--- config.mk ---
export PLATFORM = sky130hd
export DESIGN_NAME = pm_trigger_top
export DESIGN_NICKNAME = d
export VERILOG_FILES = /design/src/hw/pm_pkg.sv /design/src/hw/pm_byte_feeder.sv /design/src/hw/pm_match_lane.sv /design/src/hw/pm_trigger_combiner.sv /design/src/hw/pm_trigger_top.sv
export SDC_FILE = /design/constraint.sdc
export NUM_CORES = 1
export LEC_CHECK = 0
export BUFFER_PORTS_ARGS = -buffer_cell sky130_fd_sc_hd__buf_2
export CAP_MARGIN = 5
export CORE_AREA = 4 4 226 228
export CTS_BUF_LIST = sky130_fd_sc_hd__clkbuf_8
export CTS_CLUSTER_SIZE = 10
export DETAILED_ROUTE_END_ITERATION = 7
export DIE_AREA = 0 0 230 232
export SLEW_MARGIN = 25
export SYNTH_ARGS = -nofsm -noshare
export SYNTH_HDL_FRONTEND = slang
export SYNTH_SLANG_ARGS = --single-unit
--- constraint.sdc ---
create_clock -name fe_clk -period 2.2 [get_ports fe_clk]
set_input_delay 0 -clock fe_clk [delete_from_list [all_inputs] [get_ports fe_clk]]
set_output_delay 0 -clock fe_clk [all_outputs]
set_load 0.02 [all_outputs]
--- src/hw/pm_pkg.sv ---
`default_nettype none

package pm_pkg;

   ////////////////////
   // Sizes

   // Pattern length in bytes, byte 0 is the newest
   localparam int PM_PATTERN_BYTES = 8;
   // History held besides the current byte
   localparam int PM_WINDOW_BITS = (PM_PATTERN_BYTES - 1) * 8;

   ////////////////////
   // Plain vectors

   typedef logic [7:0] fe_byte_t;
   typedef logic [PM_PATTERN_BYTES*8-1:0] pattern_vec_t;
   typedef logic [7:0] byte_count_t;
   typedef logic [15:0] match_count_t;

   ////////////////////
   // Structs

   // Feeder to lanes, one per cycle
   typedef struct packed {
      logic strobe;
      fe_byte_t data;
      logic [PM_WINDOW_BITS-1:0] window;
      byte_count_t count;
      logic capture_done;
      logic arm_start;
   } fe_beat_t;

   // Per-lane setup, 137 bits
   typedef struct packed {
      pattern_vec_t pattern;
      pattern_vec_t mask;
      byte_count_t pattern_bytes;
      logic enable;
   } lane_cfg_t;

endpackage

`default_nettype wire

--- src/hw/pm_byte_feeder.sv ---
`default_nettype none

module pm_byte_feeder import pm_pkg::*; (
   input  wire            fe_clk,
   input  wire            reset_i,
   input  wire            arm,
   input  wire fe_byte_t  fe_data,
   input  wire            fe_data_valid,
   input  wire            capturing,
   input  wire            lane_level_any,
   output fe_beat_t       beat
);

   // Arm delay chain, third flop only for edge detect
   logic arm_d1;
   logic arm_d2;
   logic arm_d3;

   logic capturing_q;
   logic capture_fall;
   logic history_clear;
   logic armed_valid;

   // Shared history, newest byte in the low bits
   logic [PM_WINDOW_BITS-1:0] window_q;
   byte_count_t count_q;

   ////////////////////
   // Qualifiers

   assign capture_fall = capturing_q & ~capturing;
   // End of capture with some lane still matched
   assign history_clear = capture_fall & lane_level_any;
   // Byte dropped on the clearing cycle so all lanes agree
   assign armed_valid = fe_data_valid & arm_d2 & ~history_clear;

   ////////////////////
   // History and count

   always_ff @(posedge fe_clk) begin
      if (reset_i) begin
         arm_d1 <= 1'b0;
         arm_d2 <= 1'b0;
         arm_d3 <= 1'b0;
         capturing_q <= 1'b0;
         window_q <= '0;
         count_q <= '0;
      end else begin
         arm_d1 <= arm;
         arm_d2 <= arm_d1;
         arm_d3 <= arm_d2;
         capturing_q <= capturing;
         if (history_clear) begin
            window_q <= '0;
            count_q <= '0;
         end else if (armed_valid) begin
            window_q <= {window_q[PM_WINDOW_BITS-9:0], fe_data};
            // Saturate at 255
            if (count_q != '1)
               count_q <= count_q + 8'd1;
         end
      end
   end

   ////////////////////
   // Broadcast

   always_comb begin
      beat.strobe = armed_valid;
      beat.data = fe_data;
      beat.window = window_q;
      // Bytes before the current one
      beat.count = count_q;
      beat.capture_done = capture_fall;
      beat.arm_start = arm_d2 & ~arm_d3;
   end

endmodule

`default_nettype wire

--- src/hw/pm_match_lane.sv ---
`default_nettype none

module pm_match_lane import pm_pkg::*; (
   input  wire             fe_clk,
   input  wire             reset_i,
   input  wire fe_beat_t   beat,
   input  wire lane_cfg_t  cfg,
   output logic            level,
   output logic            pulse
);

   // Current byte joined below the stored history
   pattern_vec_t observed;
   pattern_vec_t masked_observed;
   pattern_vec_t masked_pattern;

   // Widened so pattern_bytes of 0 does not wrap
   logic [8:0] bytes_seen;
   logic [8:0] bytes_needed;
   logic bytes_enough;

   logic pattern_equal;
   logic hit;

   // Previous level for edge detect
   logic level_q;

   ////////////////////
   // Compare

   assign observed = {beat.window, beat.data};

   // Masked bits drop out on both sides
   assign masked_observed = observed & cfg.mask;
   assign masked_pattern = cfg.pattern & cfg.mask;

   assign pattern_equal = (masked_observed == masked_pattern);

   // Current byte counts toward the length
   assign bytes_seen = {1'b0, beat.count} + 9'd1;
   assign bytes_needed = {1'b0, cfg.pattern_bytes};
   assign bytes_enough = (bytes_seen >= bytes_needed);

   // Disabled lane never matches
   assign hit = cfg.enable & pattern_equal & bytes_enough;

   ////////////////////
   // Match level

   always_ff @(posedge fe_clk) begin
      if (reset_i) begin
         level <= 1'b0;
         level_q <= 1'b0;
      end else begin
         level_q <= level;
         // Capture end wipes a held match
         if (beat.capture_done && level)
            level <= 1'b0;
         // Rewritten by every armed byte
         else if (beat.strobe)
            level <= hit;
      end
   end

   ////////////////////
   // Rising edge

   // High for the cycle after the matching byte
   assign pulse = level & ~level_q;

endmodule

`default_nettype wire

--- src/hw/pm_trigger_combiner.sv ---
`default_nettype none

module pm_trigger_combiner import pm_pkg::*; #(
   parameter int NUM_LANES = 4
) (
   input  wire                  fe_clk,
   input  wire                  reset_i,
   input  wire [NUM_LANES-1:0]  lane_pulse,
   input  wire                  arm_start,
   output logic                 trigger,
   output logic [NUM_LANES-1:0] hit_lanes,
   output match_count_t         match_count
);

   // Any lane fired this cycle
   logic any_pulse;

   // Record bases, zero on a fresh arming
   logic [NUM_LANES-1:0] hit_base;
   match_count_t count_base;
   logic count_full;

   ////////////////////
   // Merge

   assign any_pulse = |lane_pulse;

   assign hit_base = arm_start ? '0 : hit_lanes;
   assign count_base = arm_start ? '0 : match_count;

   // Saturate at all ones
   assign count_full = (count_base == '1);

   ////////////////////
   // Trigger and records

   always_ff @(posedge fe_clk) begin
      if (reset_i) begin
         trigger <= 1'b0;
         hit_lanes <= '0;
         match_count <= '0;
      end else begin
         // One cycle late, one cycle wide
         trigger <= any_pulse;
         // Sticky per lane until next arming
         hit_lanes <= hit_base | lane_pulse;
         // One step per trigger cycle
         if (any_pulse && !count_full)
            match_count <= count_base + 16'd1;
         else
            match_count <= count_base;
      end
   end

endmodule

`default_nettype wire

--- src/hw/pm_trigger_top.sv ---
`default_nettype none

module pm_trigger_top import pm_pkg::*; #(
   parameter int NUM_LANES = 4
) (
   input  wire                             fe_clk,
   input  wire                             reset_i,
   input  wire                             arm,
   input  wire lane_cfg_t [NUM_LANES-1:0]  lane_cfg,
   input  wire fe_byte_t                   fe_data,
   input  wire                             fe_data_valid,
   input  wire                             capturing,
   output logic                            trigger,
   output logic [NUM_LANES-1:0]            hit_lanes,
   output match_count_t                    match_count
);

   // Shared history to every lane
   fe_beat_t beat;

   logic [NUM_LANES-1:0] lane_level;
   logic [NUM_LANES-1:0] lane_pulse;
   // Some lane still holds a match
   logic lane_level_any;

   assign lane_level_any = |lane_level;

   ////////////////////
   // Front end

   pm_byte_feeder u_feeder (
      .fe_clk         (fe_clk),
      .reset_i        (reset_i),
      .arm            (arm),
      .fe_data        (fe_data),
      .fe_data_valid  (fe_data_valid),
      .capturing      (capturing),
      .lane_level_any (lane_level_any),
      .beat           (beat)
   );

   ////////////////////
   // Lanes

   for (genvar i = 0; i < NUM_LANES; i++) begin : g_lane
      pm_match_lane u_lane (
         .fe_clk  (fe_clk),
         .reset_i (reset_i),
         .beat    (beat),
         .cfg     (lane_cfg[i]),
         .level   (lane_level[i]),
         .pulse   (lane_pulse[i])
      );
   end

   ////////////////////
   // Combine

   pm_trigger_combiner #(
      .NUM_LANES (NUM_LANES)
   ) u_combiner (
      .fe_clk      (fe_clk),
      .reset_i     (reset_i),
      .lane_pulse  (lane_pulse),
      .arm_start   (beat.arm_start),
      .trigger     (trigger),
      .hit_lanes   (hit_lanes),
      .match_count (match_count)
   );

endmodule

`default_nettype wire

==> results of run 1 <==
==> flip-flops by register name (all words and copies together), names as in the netlist <==
name                    cells
g_lane.u_lane.level         4
g_lane.u_lane.level_q       4
u_combiner.hit_lanes        4
u_combiner.match_count     16
u_combiner.trigger          1
u_feeder.arm_d1             1
u_feeder.arm_d2             1
u_feeder.arm_d3             1
u_feeder.capturing_q        1
u_feeder.count_q            8
u_feeder.window_q          56
==> logic make-up (layout without fill, tap and decap cells) <==
family          after synthesis  count (layout)  share of synthesized area (%)
other cells                   0               8                              0
flops                        97              97                           23.5
fa+ha+maj                    34              34                           5.16
xor+xnor                    277             277                           29.4
compound gates              235             235                           19.9
mux                           1               1                          0.121
buf+inv                     121             777                           5.57
simple gates                286             286                           16.3
==> power breakdown <==
part / total, W / internal [W] / switching, W
combinational: 0.00135 / 0.000665 / 0.000683
sequential: 0.00177 / 0.00176 / 0.00000663
clock: 0.00131 / 0.000472 / 0.000843
==> stage by stage <==
step                util [%]  power [W]  area [um2]  setup slack, ns
floorplan                  -    0.00225        8290          0.00153
CTS                     26.9    0.00451       13200          0.00262
detailed placement      26.1    0.00313       12700           -0.380
global route            27.3    0.00466       13400          -0.0812
global placement        26.1    0.00313       12700           -0.375
finish                  27.4    0.00443       13400           0.0262
==> layout by cell type, fill, tap and decap left out, types with 3 or more instances in the layout <==
master	count
clkbuf_8	10
o21ai_0	6
ha_1	26
nand3_1	5
nand4_1	49
nand2_1	137
a21oi_2	3
dfxtp_1	93
and2_1	3
or3_1	3
dfxtp_2	3
buf_2	581
buf_4	132
xnor2_1	9
nor2_1	36
nor2b_1	14
a22o_1	3
a21oi_1	68
and3_1	5
nor3_1	14
a2111oi_4	6
ha_4	8
a22oi_1	124
inv_1	30
o21ai_1	4
dlygate4sd3_1	15
diode_2	8
nand2b_1	5
xor2_1	264
a21o_1	6
==> metal layers <==
| layer | part of all wire (%) | vias up | global-route usage [%] |
|---|---|---|---|
| li1 | - | 4935 | - |
| met2 | 49 | 504 | 38.8 |
| met5 | 0.033 | - | 0 |
| met4 | 2.3 | 2 | 5.60 |
| met1 | 43 | 4862 | 26.9 |
| met3 | 5.4 | 54 | 3.64 |
==> cell type report <==
cell class                 count  area share [%]
multi-input combinational    833            46.1
sequential                    97            14.6
inverter                      30           0.842
clock buffer                  10            1.03
tap                          664            6.21
antenna                        8           0.150
clock inverter                 6           0.431
timing repair buffer         731            30.7
==> tightest hold or removal path: cells and delay by family <==
kind	cells	cell delay, ns
AO/OA/AOI/OAI	2	0.15
AND/OR/NAND/NOR	1	0.14
buffers and inverters	1	0.13
==> path summary, 6_finish.rpt <==
kind | cells after the start | slack, ns | to
setup / recovery | 12 | 0.03 | g_lane[0].u_lane.level
hold / removal | 4 | 0.04 | g_lane[1].u_lane.level
setup reg to reg | 12 | 0.03 | g_lane[0].u_lane.level
hold reg to reg | 1 | 0.46 | u_feeder.arm_d2
==> what timing repair did <==
item,in CTS,in global routing
resized for setup,19,21
buffers inserted,1,3
setup endpoints to repair,4,4
hold buffers,15,0
pin swaps,11,18
endpoints found under the hold margin,15,0
==> flow_metrics.env, run 1 <==
export IMPL_ys_warnings_count=0
export IMPL_first_pass_iters=5
export IMPL_worstPathArrival_ns=2.51
export IMPL_path_class="reg2reg"
export IMPL_io_pin_count=582
export IMPL_post_route_drc_count=0
export IMPL_cp_start_kind="register"
export IMPL_die_y_um=232
export IMPL_layout_cells_non_filler=2379
export IMPL_cp_startpoint="u_feeder.count_q[1]"
export IMPL_synthTopCellsByArea="xor2_1, dfxtp_1, a22oi_1"
export IMPL_rsz0062_at_grt="true"
export IMPL_final_setup_tns_ns=0
export IMPL_cp_slowest_cell="dfxtp_2"
export IMPL_path_delay_family="simple AND/OR/NAND/NOR gates"
export IMPL_gp_congestion=1.05
export IMPL_cpPeakStageDelay_ns=0.38
export IMPL_synth_common_cells="xor2_1, nand2_1, a22oi_1, dfxtp_1, clkbuf_1"
export IMPL_synth_edf_count=0
export IMPL_first_iter_violations=577
export IMPL_syn_inst=1051
export IMPL_drive_gt1_share_pct=45.2
export IMPL_crit_path_cell_trace="ha_4 -> nand3_4 -> nor2_4 -> xor2_4 -> buf_6 -> ha_4 -> a21oi_2 -> nand2_1 -> a211oi_2 -> o21ai_1 -> nand4_1 -> nand2_1"
export IMPL_grt_pass1_wl_mm=80.2
export IMPL_synthToLayoutAreaGrowth_pct=62.0
export IMPL_wire_per_inst_um=25.7
export IMPL_worstHoldStart="lane_cfg[191]"
export IMPL_cts_sinks=97
export IMPL_multi_input_area_um2=6160
export IMPL_whs_ns=0.0362
export IMPL_synth_top_area_cell="xor2_1"
export IMPL_clock_latency_ns=0.45
export IMPL_p_leak_nw=6.94
export IMPL_vias=10400
export IMPL_cp_buffers_inverters=1
export IMPL_seq_area_frac_synth_pct=23.5
export IMPL_synthArstFlopShare_pct=0
export IMPL_dpl_hpwl_mm=53.7
export IMPL_maxClockFrequency_mhz=460
export IMPL_yosysTopAreaCellShare_pct=28.3
export IMPL_worst_pin_slew_ns=0.855
export IMPL_status="finished clean"
export IMPL_cts_buffers=9
export IMPL_yosysMostFrequentCell="xor2_1"
export IMPL_synthesis_area_um2=8250
export IMPL_cts_root_buf="clkbuf_8"
export IMPL_overflow=0
export IMPL_critPathRequiredTime_ns=2.53
export IMPL_layout_area_seq_um2=1950
export IMPL_synth_nets=1646
export IMPL_grt_total_usage_pct=21.7
export IMPL_wl_mm=61.1
export IMPL_vdd_drop_max_mv=0.206
export IMPL_core_area_um2=48800
export IMPL_place_inst=2338
export IMPL_viasPerCell=4.35
export IMPL_htreeDepth=3
export IMPL_clockBufferDepth=2
export IMPL_r2r_start="u_feeder.count_q[1]"
export IMPL_cp_max_fo=3
export IMPL_setup_viol=0
export IMPL_final_min_clock_period_ns=2.17
export IMPL_fin_worst_skew_ns=0.0306
export IMPL_rows=81
export IMPL_finalCritPeriodShare_pct=98.8
export IMPL_syn_avg_cell_area_um2=7.85
export IMPL_ant_nets=0
export IMPL_worstSetupEndpointType="register"
export IMPL_synth_seq_cells=97
export IMPL_grt_max_degree=65
export IMPL_slew_headroom_pct=43.0
export IMPL_nets=2297
export IMPL_final_hold_viol_count=0
export IMPL_dieArea_um2=53400
export IMPL_clk_transition_reported_paths_ns=0.11
export IMPL_ys_flop_type="dfxtp_1"
export IMPL_antenna_found_initial=15
export IMPL_maxSlewViolCount=0
export IMPL_max_cap_violations=0
export IMPL_die_w_um=230
export IMPL_grt_pass1_vias=10800
export IMPL_min_path_type="in2reg"
export IMPL_initial_core_util_pct=16.9
export IMPL_cts_tree="yes"
export IMPL_powerDensity_nw_per_um2=332
export IMPL_io_buffers=581
export IMPL_fillerInstances=5485
export IMPL_synth_cell_types=44
Power figures use the tool's default switching activity.
==> inputs of run 2 (changes only) <==
--- a/config.mk
+++ b/config.mk
@@ -5,7 +5,7 @@
 export SDC_FILE = /design/constraint.sdc
 export NUM_CORES = 1
 export LEC_CHECK = 0
-export BUFFER_PORTS_ARGS = -buffer_cell sky130_fd_sc_hd__buf_2
+export BUFFER_PORTS_ARGS = -buffer_cell sky130_fd_sc_hd__buf_4
 export CAP_MARGIN = 5
 export CORE_AREA = 4 4 226 228
 export CTS_BUF_LIST = sky130_fd_sc_hd__clkbuf_8
==> flow_metrics.env, run 2 (synthesis results as in run 1) <==
export IMPL_clock_latency_ns=0.42
export IMPL_worstPathArrival_ns=2.50
export IMPL_grt_pass1_wl_mm=82.2
export IMPL_worstSetupEndpointType="register"
export IMPL_viasPerCell=4.38
export IMPL_multi_input_area_um2=6100
export IMPL_slew_headroom_pct=42.6
export IMPL_final_cell_area_um2=14700
export IMPL_synthToLayoutAreaGrowth_pct=78.4
export IMPL_rsz0062_at_grt="true"
export IMPL_setup_viol=0
export IMPL_antenna_found_initial=6
export IMPL_ant_nets=0
export IMPL_powerDensity_nw_per_um2=322
export IMPL_first_iter_violations=694
export IMPL_rows=81
export IMPL_status="finished clean"
export IMPL_overflow=0
export IMPL_die_y_um=232
export IMPL_mostFrequentLayoutCells="buf_4, xor2_1, nand2_1"
export IMPL_vdd_drop_max_mv=0.227
export IMPL_cts_sinks=97
export IMPL_placed_area_um2=14100
export IMPL_final_common_cell="buf_4"
export IMPL_die_w_um=230
export IMPL_cp_max_fo=5
export IMPL_worst_pin_slew_ns=0.861
export IMPL_reg2regPathDepth=7
export IMPL_min_to="g_lane[0].u_lane.level"
export IMPL_final_min_clock_period_ns=2.16
export IMPL_dpl_hpwl_mm=53.8
export IMPL_timing_rr_end="g_lane[2].u_lane.level"
export IMPL_reg2reg_slack_ns=0.04
export IMPL_grt_max_degree=65
export IMPL_cts_root_buf="clkbuf_8"
export IMPL_crit_path_cell_trace="xor2_1 -> a22oi_1 -> nand4_1 -> nor3_2 -> buf_4 -> nand4_1 -> o21ai_1"
export IMPL_gp_congestion=0.987
export IMPL_finalCritPeriodShare_pct=98.4
export IMPL_max_cap_violations=0
export IMPL_vias=10300
export IMPL_io_pin_count=582
export IMPL_maxClockFrequency_mhz=462
export IMPL_first_pass_iters=5
export IMPL_cpPeakStageDelay_ns=0.57
export IMPL_fillerInstances=5285
export IMPL_io_buffers=581
export IMPL_layout_cells_non_filler=2361
export IMPL_grt_pass1_vias=11000
export IMPL_cts_buffers=9
export IMPL_cp_start_kind="register"
export IMPL_clk_transition_reported_paths_ns=0.12
export IMPL_path_class="reg2reg"
export IMPL_hold_depth=6
export IMPL_r2r_start="u_feeder.window_q[36]"
export IMPL_maxSlewViolCount=0
export IMPL_final_hold_viol_count=0
export IMPL_top_register="u_feeder.window_q"
export IMPL_place_inst=2323
export IMPL_crit_path_frequent_cell="nand4_1"
export IMPL_dieArea_um2=53400
export IMPL_cts_tree="yes"
export IMPL_largest_registers="u_feeder.window_q: 56 flops, u_combiner.match_count: 16 flops, u_feeder.count_q: 8 flops"
export IMPL_layout_area_seq_um2=1950
export IMPL_grt_total_usage_pct=22.0
export IMPL_wl_mm=61.7
export IMPL_post_route_drc_count=0
export IMPL_p_leak_nw=7.38
export IMPL_critPathRequiredTime_ns=2.54
export IMPL_clockBufferDepth=2
export IMPL_initial_core_util_pct=16.9
export IMPL_worstHoldStart="lane_cfg[50]"
export IMPL_htreeDepth=3
export IMPL_drive_gt1_share_pct=44.6
export IMPL_cp_slowest_cell="dfxtp_1"
export IMPL_largest_reg_flops=56
export IMPL_core_area_um2=48800
export IMPL_final_setup_tns_ns=0
export IMPL_p_total_w=0.00473
export IMPL_min_path_type="in2reg"
export IMPL_wire_per_inst_um=26.1
export IMPL_nets=2284
export IMPL_fin_worst_skew_ns=0.0218
run 2: cell count changes in the layout (fill, tap and decap cells not counted), moves of 2 or more:
| cell | before | now |
|---|---|---|
| buf_4 | 132 | 695 |
| diode_2 | 8 | 3 |
| ha_4 | 8 | 5 |
| buf_2 | 581 | 0 |
| buf_12 | 2 | 6 |
| a21oi_1 | 68 | 70 |
| clkinv_4 | 2 | 0 |
| a21oi_2 | 3 | 1 |
| inv_6 | 2 | 4 |
| ha_1 | 26 | 29 |
run 2: per-stage QoR:
stage	utilization, %	setup WS (ns)	hold slack (ns)
6_report	30.1	0.0363	0.0526
4_1_cts	29.9	-0.00939	0.00868
2_1_floorplan	-	0.00153	0.128
5_1_grt	30.1	-0.0685	0.0764
3_5_place_dp	28.9	-0.390	0.230
3_3_place_gp	28.9	-0.527	0.229
run 2: layout make-up:
class | count | share of cell area (%)
diodes | 3 | 0.0510
well taps | 664 | 5.65
flip-flops and latches | 97 | 13.2
clock inverters | 7 | 0.553
inverters | 30 | 0.765
multi-input cells | 833 | 41.5
clock buffers | 9 | 0.842
repair buffers | 718 | 37.4
run 2: power by group:
| group | switching (W) | leakage, nW | internal, W |
|---|---|---|---|
| logic | 0.000680 | 6.49 | 0.000932 |
| registers | 0.00000733 | 0.784 | 0.00176 |
| clock network | 0.000801 | 0.107 | 0.000550 |
run 2: worst max path at each step:
stage	endpoint	cells past startpoint	start	slack (ns)
6_report	g_lane[2].u_lane.level	7	u_feeder.window_q[36]	0.04
3_5_place_dp	g_lane[2].u_lane.level	9	u_feeder.count_q[1]	-0.39
2_1_floorplan	g_lane[2].u_lane.level	8	u_feeder.count_q[2]	0.002
3_3_place_gp	g_lane[2].u_lane.level	9	u_feeder.count_q[1]	-0.53
4_1_cts	g_lane[1].u_lane.level	6	g_lane[2].u_lane.level	-0.009
5_1_grt	g_lane[3].u_lane.level	9	u_feeder.count_q[1]	-0.07
run 2: repair_timing:
item                                    4_1_cts  5_1_grt
buffers inserted                              3        3
gates resized for setup                      21       13
endpoints found under the setup margin        4        4
hold endpoints to repair                     30        0
hold buffers                                 16        0
pin swaps                                    10       11
run 2: worst max-delay path: cells and delay by family (launching register included):
kind | cells | cell delay [ns]
AO/OA/AOI/OAI | 2 | 0.36
buffers and inverters | 1 | 0.18
flip-flops | 1 | 0.57
AND/OR/NAND/NOR | 3 | 0.85
XOR/XNOR | 1 | 0.12
run 2: layer usage:
layer  up-vias  GRT usage, %  wire, um
li1       4901             -         -
met1      4894          27.8     26400
met2       488          38.4     30200
met3        55          3.77      3370
met4         2          6.58      1750
met5         -             0        13
==> inputs of run 3 (changes only) <==
--- a/config.mk
+++ b/config.mk
@@ -7,11 +7,14 @@
 export LEC_CHECK = 0
 export BUFFER_PORTS_ARGS = -buffer_cell sky130_fd_sc_hd__buf_4
 export CAP_MARGIN = 5
-export CORE_AREA = 4 4 226 228
+export CELL_PAD_IN_SITES_DETAIL_PLACEMENT = 1
+export CELL_PAD_IN_SITES_GLOBAL_PLACEMENT = 2
+export CORE_AREA = 4 4 227 229
 export CTS_BUF_LIST = sky130_fd_sc_hd__clkbuf_8
 export CTS_CLUSTER_SIZE = 10
 export DETAILED_ROUTE_END_ITERATION = 7
-export DIE_AREA = 0 0 230 232
+export DIE_AREA = 0 0 231 233
+export PLACE_DENSITY_LB_ADDON = 0.1
 export SLEW_MARGIN = 25
 export SYNTH_ARGS = -nofsm -noshare
 export SYNTH_HDL_FRONTEND = slang
==> flow_metrics.env, run 3 (synthesis results as in run 1) <==
export IMPL_grt_total_usage_pct=22.0
export IMPL_nets=2290
export IMPL_slew_headroom_pct=59.3
export IMPL_maxSlewViolCount=0
export IMPL_grt_pass1_vias=11200
export IMPL_max_cap_violations=0
export IMPL_htreeDepth=3
export IMPL_critPathRequiredTime_ns=2.49
export IMPL_cts_sinks=97
export IMPL_wire_per_inst_um=26.4
export IMPL_clock_latency_ns=0.41
export IMPL_core_area_um2=49700
export IMPL_cts_root_buf="clkbuf_8"
export IMPL_cts_buffers=9
export IMPL_synthToLayoutAreaGrowth_pct=79.6
export IMPL_min_path_type="in2reg"
export IMPL_viasPerCell=4.27
export IMPL_largest_reg_flops=56
export IMPL_io_buffers=581
export IMPL_p_clk_share_pct=28.9
export IMPL_clockBufferDepth=2
export IMPL_met1_usage_pct=27.1
export IMPL_cp_start_kind="register"
export IMPL_p_leak_nw=7.45
export IMPL_busiest_layer="met2"
export IMPL_ant_nets=0
export IMPL_fillerInstances=6029
export IMPL_setup_ws_ns=-0.0336
export IMPL_dpl_hpwl_mm=54.6
export IMPL_vias=10100
export IMPL_rsz0062_at_grt="true"
export IMPL_powerDensity_nw_per_um2=320
export IMPL_die_y_um=233
export IMPL_final_hold_viol_count=0
export IMPL_status="finished, violations left"
export IMPL_drive_gt1_share_pct=45.6
export IMPL_final_cell_area_um2=14800
export IMPL_maxClockFrequency_mhz=448
export IMPL_setup_viol=3
export IMPL_final_min_clock_period_ns=2.23
export IMPL_first_pass_iters=5
export IMPL_overflow=0
export IMPL_gp_congestion=0.861
export IMPL_first_iter_violations=368
export IMPL_cts_tree="yes"
export IMPL_internal_power_w=0.00325
export IMPL_die_w_um=231
export IMPL_finalCritPeriodShare_pct=102
export IMPL_seq_power_share_pct=37.4
export IMPL_grt_use_met3_pct=5.45
export IMPL_grt_max_degree=65
export IMPL_cp_max_fo=4
export IMPL_final_setup_tns_ns=-0.0636
export IMPL_mostFrequentLayoutCells="buf_4, xor2_1, nand2_1"
export IMPL_path_class="reg2reg"
export IMPL_rows=82
export IMPL_worstPathArrival_ns=2.52
export IMPL_largest_registers="u_feeder.window_q: 56 flops, u_combiner.match_count: 16 flops, u_feeder.count_q: 8 flops"
export IMPL_fin_worst_skew_ns=0.0264
export IMPL_vdd_drop_max_mv=0.232
export IMPL_power_switching_share_pct=31.4
export IMPL_io_pin_count=582
export IMPL_worstSetupEndpointType="register"
export IMPL_placed_area_um2=14100
export IMPL_dieArea_um2=53800
export IMPL_worst_pin_slew_ns=0.608
export IMPL_use_met2_pct=39.2
export IMPL_violations="setup timing"
export IMPL_antenna_found_initial=4
export IMPL_post_route_drc_count=0
export IMPL_comb_power_share_pct=33.8
export IMPL_grt_pass1_wl_mm=83.3
export IMPL_wl_mm=62.5
export IMPL_clk_transition_reported_paths_ns=0.11
export IMPL_final_common_cell="buf_4"
export IMPL_initial_core_util_pct=16.6
export IMPL_power_switching_w=0.00149
export IMPL_top_register="u_feeder.window_q"
-- run 3: path summary, 6_finish.rpt --
check | startpoint | endpoint | slack (ns) | cells after the start
max | u_feeder.count_q[1] | g_lane[1].u_lane.level | -0.03 | 9
min | lane_cfg[346] | g_lane[2].u_lane.level | 0.03 | 4
max reg2reg | u_feeder.count_q[1] | g_lane[1].u_lane.level | -0.03 | 9
min reg2reg | u_feeder.arm_d1 | u_feeder.arm_d2 | 0.46 | 1
-- run 3: through the flow --
stage	hold WS (ns)	power [W]	setup slack (ns)	cells	util [%]
2_1_floorplan	0.128	0.00225	0.00153	1051	-
3_3_place_gp	0.225	0.00338	-0.683	2333	28.5
3_5_place_dp	0.220	0.00340	-0.717	2333	28.5
4_1_cts	0.0107	0.00484	-0.0637	2371	29.7
5_1_grt	0.00681	0.00499	-0.159	2373	29.8
6_report	0.0262	0.00474	-0.0336	2373	29.8
-- run 3: power by group through the flow --
| stage | clock network, W | logic (W) | registers (W) |
|---|---|---|---|
| CTS | 0.00144 | 0.00162 | 0.00177 |
| global route | 0.00149 | 0.00173 | 0.00177 |
| floorplan | 0 | 0.000446 | 0.00181 |
| detailed placement | 0 | 0.00158 | 0.00181 |
| finish | 0.00137 | 0.00160 | 0.00177 |
| global placement | 0 | 0.00157 | 0.00181 |
-- run 3: final cells by class --
cell class                      count  area [um2]  area share (%)
Antenna cell                        1        2.50          0.0169
Clock buffer                        9         124           0.836
Clock inverter                      7        86.3           0.583
Inverter                           30         113           0.760
Multi-Input combinational cell    833        6130            41.4
Sequential cell                    97        1960            13.2
Tap cell                          672         841            5.67
Timing Repair Buffer              724        5560            37.5
-- run 3: critical path, stage by stage (launching register included) --
cell	delay, ns
dfxtp_2	0.37
and3_4	0.24
buf_6	0.11
nand4_1	0.14
xnor2_2	0.27
ha_1	0.30
buf_6	0.13
a2111oi_4	0.37
buf_4	0.17
o21ai_1	0.05
-- run 3: repair_timing --
action                                  in CTS  in global routing
endpoints found under the hold margin       27                  0
cloned                                       0                  0
endpoints found under the setup margin       4                  4
hold buffers                                13                  0
buffers inserted                             9                  1
pin swaps                                   21                 11
resized for setup                           37                 11
-- run 3: metal layers --
layer / routed length [um] / share of wire [%]
met5: 31 / 0.050
met3: 4170 / 6.7
met2: 31200 / 50
met1: 26100 / 42
met4: 989 / 1.6
